===== config.mk =====
export PLATFORM = sky130hd
export DESIGN_NAME = prbs_bert_top
export DESIGN_NICKNAME = d
export VERILOG_FILES = /design/src/rtl/prbs_pkg.sv /design/src/rtl/prbs_bert_top.sv /design/src/rtl/bert_ctrl.sv /design/src/rtl/prbs_check.sv /design/src/rtl/prbs_gen.sv /design/src/rtl/lfsr_step.sv
export SDC_FILE = /design/constraint.sdc
export NUM_CORES = 1
export LEC_CHECK = 0
export BUFFER_PORTS_ARGS = -buffer_cell sky130_fd_sc_hd__buf_2
export CAP_MARGIN = 20
export CORE_MARGIN = 1
export CORE_UTILIZATION = 40
export CTS_CLUSTER_DIAMETER = 120
export DETAILED_ROUTE_END_ITERATION = 10
export SETUP_SLACK_MARGIN = 0.15
export SLEW_MARGIN = 5
export SYNTH_ARGS = -nofsm -noshare
export SYNTH_HDL_FRONTEND = slang
export SYNTH_SLANG_ARGS = --single-unit

===== constraint.sdc =====
create_clock -name clk -period 21 [get_ports clk]
set_input_delay 2.1 -clock clk [delete_from_list [all_inputs] [get_ports clk]]
set_output_delay 2.1 -clock clk [all_outputs]
set_load 0.1 [all_outputs]

===== src/rtl/prbs_pkg.sv =====
// shared prbs31 bert constants and records; LFSR_W must be at least 2, widths fixed at build time
`default_nettype none

package prbs_pkg;

    // lfsr register width
    localparam int LFSR_W = 31;

    // prbs31 taps, x^31 + x^28 + 1
    // top term implied by LFSR_W, bit 0 is the +1 term
    localparam logic [LFSR_W-1:0] LFSR_POLY = 31'h1000_0001;

    // every run starts here
    localparam logic [LFSR_W-1:0] LFSR_INIT = '1;

    // link word width, bits per cycle
    localparam int DATA_W = 32;

    // inverted prbs31 as in itu o.151
    localparam logic PRBS_INVERT = 1'b1;

    // word counts and word indices
    localparam int CNT_W = 16;

    // bit error accumulator
    // 2^24 covers a full 65535-word run with every bit wrong
    localparam int ERR_W = 24;

    // popcount of one word, 0 to DATA_W
    localparam int POP_W = $clog2(DATA_W + 1);

    // host request, held stable while req is high
    typedef struct packed {
        // words to send, 0 is legal
        logic [CNT_W-1:0] word_count;
        // word that gets corrupted
        logic [CNT_W-1:0] inj_index;
        // xor mask, zero means clean run
        logic [DATA_W-1:0] inj_mask;
    } run_req_t;

    // run result returned with ack
    typedef struct packed {
        logic [ERR_W-1:0] bit_errors;
        logic [CNT_W-1:0] err_words;
        // only meaningful with any_err set
        logic [CNT_W-1:0] first_err_index;
        logic any_err;
        // generator word before injection
        logic [DATA_W-1:0] last_word;
    } run_res_t;

    // checker statistics toward the controller
    typedef struct packed {
        logic [ERR_W-1:0] bit_errors;
        logic [CNT_W-1:0] err_words;
        logic [CNT_W-1:0] first_err_index;
        logic any_err;
    } chk_stat_t;

endpackage

`default_nettype wire

===== src/rtl/prbs_bert_top.sv =====
// bert top; link is an internal zero-latency loopback, no serdes and no free-running monitor
`default_nettype none
`timescale 1ns/1ps

module prbs_bert_top (
    input  wire logic                  clk,
    input  wire logic                  rst,
    input  wire logic                  req,
    input  wire prbs_pkg::run_req_t    req_data,
    output logic                       ack,
    output prbs_pkg::run_res_t         res_data
);

    import prbs_pkg::*;

    logic              restart;
    logic              advance;
    logic [DATA_W-1:0] gen_word;
    logic [DATA_W-1:0] link_word;
    chk_stat_t         stat;

    // handshake, sequencing and injection
    bert_ctrl ctrl0 (
        .clk       (clk),
        .rst       (rst),
        .req       (req),
        .req_data  (req_data),
        .ack       (ack),
        .res_data  (res_data),
        .restart   (restart),
        .advance   (advance),
        .gen_word  (gen_word),
        .link_word (link_word),
        .stat      (stat)
    );

    // transmit side
    prbs_gen gen0 (
        .clk      (clk),
        .rst      (rst),
        .restart  (restart),
        .advance  (advance),
        .data_out (gen_word)
    );

    // receive side, fed straight from the loopback
    prbs_check check0 (
        .clk     (clk),
        .rst     (rst),
        .restart (restart),
        .advance (advance),
        .data_in (link_word),
        .stat    (stat)
    );

endmodule

`default_nettype wire


===== src/rtl/bert_ctrl.sv =====
// bert run controller; four-phase req/ack, one run at a time, req_data must hold while req is high
`default_nettype none
`timescale 1ns/1ps

module bert_ctrl (
    input  wire logic                          clk,
    input  wire logic                          rst,
    input  wire logic                          req,
    input  wire prbs_pkg::run_req_t            req_data,
    output logic                               ack,
    output prbs_pkg::run_res_t                 res_data,
    output logic                               restart,
    output logic                               advance,
    input  wire logic [prbs_pkg::DATA_W-1:0]   gen_word,
    output logic      [prbs_pkg::DATA_W-1:0]   link_word,
    input  wire prbs_pkg::chk_stat_t           stat
);

    import prbs_pkg::*;

    typedef enum logic [2:0] {
        ST_IDLE,
        ST_RESTART,
        ST_SEND,
        ST_SETTLE,
        ST_DONE
    } state_t;

    state_t            state;
    run_req_t          req_q;
    logic [CNT_W-1:0]  word_idx;
    logic [DATA_W-1:0] last_word;
    logic              inj_hit;
    logic              last_send;

    // both lfsrs see the same strobes
    assign restart = (state == ST_RESTART);
    assign advance = (state == ST_SEND);

    // corrupt exactly one word of the run
    assign inj_hit   = advance && (word_idx == req_q.inj_index);
    assign link_word = inj_hit ? (gen_word ^ req_q.inj_mask) : gen_word;

    assign last_send = (word_idx == req_q.word_count - CNT_W'(1));

    always_ff @(posedge clk) begin
        if (rst) begin
            state    <= ST_IDLE;
            ack      <= 1'b0;
            res_data <= '0;
        end else begin
            case (state)
                ST_IDLE: begin
                    // new run only after the previous ack fell
                    if (req && !ack) begin
                        state <= ST_RESTART;
                    end
                end
                ST_RESTART: begin
                    // empty run skips straight to settle
                    state <= (req_q.word_count == '0) ? ST_SETTLE : ST_SEND;
                end
                ST_SEND: begin
                    if (last_send) begin
                        state <= ST_SETTLE;
                    end
                end
                ST_SETTLE: begin
                    // checker stats now include the final word
                    res_data.bit_errors      <= stat.bit_errors;
                    res_data.err_words       <= stat.err_words;
                    res_data.first_err_index <= stat.first_err_index;
                    res_data.any_err         <= stat.any_err;
                    res_data.last_word       <= last_word;
                    ack                      <= 1'b1;
                    state                    <= ST_DONE;
                end
                ST_DONE: begin
                    // hold the result until the host lets go
                    if (!req) begin
                        ack   <= 1'b0;
                        state <= ST_IDLE;
                    end
                end
                default: begin
                    state <= ST_IDLE;
                end
            endcase
        end
    end

    // request capture and word tracking
    always_ff @(posedge clk) begin
        if (state == ST_IDLE && req && !ack) begin
            req_q <= req_data;
        end
        if (state == ST_RESTART) begin
            word_idx  <= '0;
            last_word <= '0;
        end else if (advance) begin
            word_idx  <= word_idx + CNT_W'(1);
            last_word <= gen_word;
        end
    end

    // ack only ever answers a live request
    // req was high on the edge that raised ack
    ack_needs_req: assert property (
        @(posedge clk) disable iff (rst)
        $rose(ack) |-> $past(req)
    );

    // advance never runs past the requested word count
    advance_in_send: assert property (
        @(posedge clk) disable iff (rst)
        advance |-> word_idx < req_q.word_count
    );

endmodule

`default_nettype wire


===== src/rtl/prbs_check.sv =====
// lock-step prbs31 checker; assumes zero link latency and counters that never wrap within a run
`default_nettype none
`timescale 1ns/1ps

module prbs_check (
    input  wire logic                          clk,
    input  wire logic                          rst,
    input  wire logic                          restart,
    input  wire logic                          advance,
    input  wire logic [prbs_pkg::DATA_W-1:0]   data_in,
    output prbs_pkg::chk_stat_t                stat
);

    import prbs_pkg::*;

    logic [LFSR_W-1:0] state_reg;
    logic [LFSR_W-1:0] state_next;
    logic [DATA_W-1:0] raw_word;
    logic [DATA_W-1:0] exp_word;
    logic [DATA_W-1:0] diff;
    logic [POP_W-1:0]  pop;
    logic [CNT_W-1:0]  word_idx;

    // same sequence as the generator
    lfsr_step #(
        .LFSR_W    (LFSR_W),
        .LFSR_POLY (LFSR_POLY),
        .DATA_W    (DATA_W)
    ) step0 (
        .state_in  (state_reg),
        .data_out  (raw_word),
        .state_out (state_next)
    );

    always_ff @(posedge clk) begin
        if (rst || restart) begin
            state_reg <= LFSR_INIT;
        end else if (advance) begin
            state_reg <= state_next;
        end
    end

    // expected word, then flipped bits
    assign exp_word = PRBS_INVERT ? ~raw_word : raw_word;
    assign diff     = exp_word ^ data_in;
    assign pop      = POP_W'($countones(diff));

    // statistics, one update per advanced word
    always_ff @(posedge clk) begin
        if (rst || restart) begin
            stat     <= '0;
            word_idx <= '0;
        end else if (advance) begin
            word_idx        <= word_idx + CNT_W'(1);
            stat.bit_errors <= stat.bit_errors + ERR_W'(pop);
            if (pop != '0) begin
                stat.err_words <= stat.err_words + CNT_W'(1);
                // first bad word only
                if (!stat.any_err) begin
                    stat.first_err_index <= word_idx;
                    stat.any_err         <= 1'b1;
                end
            end
        end
    end

endmodule

`default_nettype wire


===== src/rtl/prbs_gen.sv =====
// prbs31 word source; data_out is combinational from state, restart and advance must never coincide
`default_nettype none
`timescale 1ns/1ps

module prbs_gen (
    input  wire logic                          clk,
    input  wire logic                          rst,
    input  wire logic                          restart,
    input  wire logic                          advance,
    output logic      [prbs_pkg::DATA_W-1:0]   data_out
);

    import prbs_pkg::*;

    logic [LFSR_W-1:0] state_reg;
    logic [LFSR_W-1:0] state_next;
    logic [DATA_W-1:0] raw_word;

    // next word and next state from the current state
    lfsr_step #(
        .LFSR_W    (LFSR_W),
        .LFSR_POLY (LFSR_POLY),
        .DATA_W    (DATA_W)
    ) step0 (
        .state_in  (state_reg),
        .data_out  (raw_word),
        .state_out (state_next)
    );

    // restart wins so every run begins at LFSR_INIT
    always_ff @(posedge clk) begin
        if (rst || restart) begin
            state_reg <= LFSR_INIT;
        end else if (advance) begin
            state_reg <= state_next;
        end
    end

    // word on the link this cycle
    assign data_out = PRBS_INVERT ? ~raw_word : raw_word;

    // controller sequences restart strictly before the first advance
    restart_advance_excl: assert property (
        @(posedge clk) disable iff (rst)
        restart |-> !advance ##1 !restart
    );

endmodule

`default_nettype wire


===== src/rtl/lfsr_step.sv =====
// fibonacci lfsr unrolled over DATA_W shifts, msb first, purely combinational; needs LFSR_W >= 2
`default_nettype none
`timescale 1ns/1ps

module lfsr_step #(
    parameter int LFSR_W = prbs_pkg::LFSR_W,
    parameter logic [LFSR_W-1:0] LFSR_POLY = prbs_pkg::LFSR_POLY,
    parameter int DATA_W = prbs_pkg::DATA_W
) (
    input  wire logic [LFSR_W-1:0] state_in,
    output logic      [DATA_W-1:0] data_out,
    output logic      [LFSR_W-1:0] state_out
);

    // one shift per output bit
    // feedback is the top bit xor the tapped lower bits
    // poly bit 0 is the constant term and drops out
    always_comb begin : unroll
        logic [LFSR_W-1:0] st;
        logic fb;

        st = state_in;
        fb = 1'b0;
        data_out = '0;

        // first bit out lands in the word msb
        for (int i = DATA_W - 1; i >= 0; i--) begin
            fb = st[LFSR_W-1] ^ (^(st[LFSR_W-2:0] & LFSR_POLY[LFSR_W-1:1]));
            data_out[i] = fb;
            // shift up, feedback enters at bit 0
            st = {st[LFSR_W-2:0], fb};
        end

        // state after all DATA_W shifts
        state_out = st;
    end

endmodule

`default_nettype wire


==> results.sh <==
export IMPL_final_util_pct=47.16
export IMPL_drt_pass1_iterations=8
export IMPL_stdcell_area_sq_um=17760
export IMPL_synth_common_cells="293 x nand2_1, 276 x dfxtp_1, 177 x nor2_1"
export IMPL_dieHeight_um=197.5
export IMPL_hpwlAfterDp_um=24740
export IMPL_slowest_stage="nor2b_2"
export IMPL_detailroute_wirelength_met3_um=1322
export IMPL_routed_top_layer="met4"
export IMPL_crit_chain="xor2_1 -> nor3_1 -> nand3_1 -> nor4_2 -> buf_4 -> nand2_1 -> xnor2_1 -> ha_1 -> inv_1 -> fa_1 -> inv_1 -> fa_1 -> fa_1 -> fa_1 -> inv_1 -> fa_1 -> inv_1 -> ha_1 -> fa_1 -> nor3_1 -> a41oi_2 -> nor2b_2 -> mux2i_1 -> nor2_1"
export IMPL_cts_num_sinks=340
export IMPL_grt_overflow=0
export IMPL_met1_length_um=15680
export IMPL_std_cell_rows=71
export IMPL_vias=11370
export IMPL_status="finished clean"
export IMPL_largest_register_ffs=89
export IMPL_timing_fmax_mhz=127.8
export IMPL_yosys_top_cells_area="dfxtp_1 36%, edfxtp_1 13%, xnor2_1 7.5%"
export IMPL_syn_cell_area_sq_um=15290
export IMPL_cts_buffers=38
export IMPL_fin_setup_tns_ns=0
export IMPL_final_period_utilization_pct=37.26
export IMPL_wirelength_um=34800
export IMPL_wl_met2_um=16900
export IMPL_slew_violations=0
export IMPL_multiInputGateArea_sq_um=7295
export IMPL_fin_skew_ns=0.008874
export IMPL_worst_setup_path_start_kind="register"
export IMPL_clk_path_buf_depth=3
export IMPL_die_w_um=197.5
export IMPL_hold_path_class="reg2reg"
export IMPL_postPlaceCellArea_sq_um=16480
export IMPL_cp_end_kind="register"
export IMPL_portBuffers=156
export IMPL_ys_flop_type="dfxtp_1"
export IMPL_final_antenna_net_count=0
export IMPL_slowest_delay_ns=0.94
export IMPL_tightest_slew_ns=1.011
export IMPL_avgSynthCellArea_sq_um=9.169
export IMPL_grtUsageTotal_pct=18.34
export IMPL_path_class="reg2reg"
export IMPL_yosysSeqAreaShare_pct=48.69
export IMPL_top_regs="ctrl0.res_data: 89 flops, ctrl0.req_q: 64 flops, check0.stat: 57 flops"
export IMPL_grt_pass1_wl_um=57280
export IMPL_postSynthCellCount=1668
export IMPL_ys_seq_elements=340
export IMPL_synth_top_area_share_pct=36.13
export IMPL_clkTransAtPathRegs_ns=0.06
export IMPL_gp_congestion=0.8932
export IMPL_cp_required_ns=21.41
export IMPL_finalCriticalPeriod_ns=7.824
export IMPL_io_pin_count=157
export IMPL_cts_tree="built"
export IMPL_ys_async_sr_fraction_pct=0
export IMPL_grt_pass1_vias=11150
export IMPL_top_register="ctrl0.res_data"
export IMPL_cts_root_buf="clkbuf_16"
export IMPL_area_delta_synth_final_pct=16.15
export IMPL_drive_gt1_share_pct=13.36
export IMPL_synth_net_count=1796
export IMPL_layout_setup_ws_ns=13.18
export IMPL_grt_max_degree=95
export IMPL_synth_edf_count=64
export IMPL_yosysMostFrequentCell="nand2_1"
export IMPL_setup_viol=0
export IMPL_wire_per_inst_um=14.99
export IMPL_start_util_pct=40.61
export IMPL_arrival_ns=8.23
export IMPL_path_max_fanout=32
export IMPL_worstSkewPairLatency_ns=0.54
export IMPL_core_sq_um=37670
export IMPL_vias_per_cell=4.895
export IMPL_post_synth_top_area_cell="dfxtp_1"
export IMPL_rsz0062_at_grt="false"
export IMPL_cts_resized=0
export IMPL_synth_distinct_cells=47
export IMPL_antenna_cells=0
export IMPL_max_slew_margin_rel_pct=32.27
export IMPL_pre_cts_ws_ns=13.09
export IMPL_cap_viol_max_count=0
export IMPL_final_nets=1912
export IMPL_drc=0
export IMPL_antenna_found_initial=0
export IMPL_ctsHoldBuffers=0
export IMPL_ys_warn_count=0
export IMPL_finalHoldViolCount=0
export IMPL_fillerInstances=3701
export IMPL_crit_top_cell="fa_1"
export IMPL_cts_htree_levels=2
export IMPL_register_area_sq_um=7447
export IMPL_post_cts_buffers=0
export IMPL_drt_iter0_drc=535
export IMPL_die_area_sq_um=39020
-- final timing paths --
kind                            cells after the start  slack [ns]               start            endpoint
worst min register to register                      2        0.45  ctrl0.res_data[78]  ctrl0.res_data[78]
worst min-delay path                                2        0.45  ctrl0.res_data[78]  ctrl0.res_data[78]
worst max register to register                     24       13.18   ctrl0.word_idx[0]     check0.stat[12]
worst max-delay path                               24       13.18   ctrl0.word_idx[0]     check0.stat[12]
-- metrics by stage --
step	hold WS, ns	cells
after floorplan	0.4288	1668
after global placement	0.4408	2255
after detailed placement	0.4435	2255
after CTS	0.4513	2322
after global routing	0.4656	2322
final	0.4491	2322
-- area by class of cell --
cell class                      count  share of cell area [%]
Multi-Input combinational cell   1173                   41.06
Sequential cell                   340                   41.92
Timing Repair Buffer              167                   4.860
Inverter                           64                   1.352
Clock buffer                       53                   6.480
Clock inverter                     14                  0.7255
Tap cell                          511                   3.599
-- worst max-delay path: cells and delay by family (launching register included) --
family / cells / cell delay (ns)
compound gates: 1 / 0.64
mux: 1 / 0.29
fa+ha+maj: 8 / 3.46
buf+inv: 5 / 0.57
simple gates: 7 / 1.87
flops: 1 / 0.51
xor+xnor: 2 / 0.31
-- logic make-up (layout without fill, tap and decap cells) --
| group | Yosys count | after routing | synth area share, % |
|---|---|---|---|
| compound gates | 242 | 242 | 8.811 |
| xor+xnor | 251 | 251 | 14.37 |
| fa+ha+maj | 61 | 61 | 6.315 |
| buf+inv | 155 | 298 | 3.853 |
| flops | 340 | 340 | 48.69 |
| mux | 20 | 20 | 1.309 |
| simple gates | 599 | 599 | 16.65 |
-- placed cells by master (no fill, tap or decap), types with 21 or more instances in the layout --
cell type | Yosys | routed
inv_1 | 64 | 64
xnor2_1 | 131 | 131
nand4_1 | 21 | 21
a21oi_1 | 149 | 149
ha_1 | 34 | 34
o211ai_1 | 29 | 29
fa_1 | 27 | 27
clkbuf_16 | 0 | 41
nand3_1 | 35 | 35
nor2_1 | 177 | 176
edfxtp_1 | 64 | 64
nand2_1 | 293 | 293
buf_2 | 2 | 156
o21ai_0 | 45 | 45
xor2_1 | 120 | 120
dfxtp_1 | 276 | 276
-- routing by layer --
layer / global-route usage (%) / vias up
li1: - / 5728
met4: 5.943 / 0
met5: 0 / -
met2: 31.59 / 197
met3: 3.295 / 58
met1: 23.10 / 5383
Power is not shown: default switching activity piles up to over one toggle a cycle in this logic, so the estimate is an artifact.
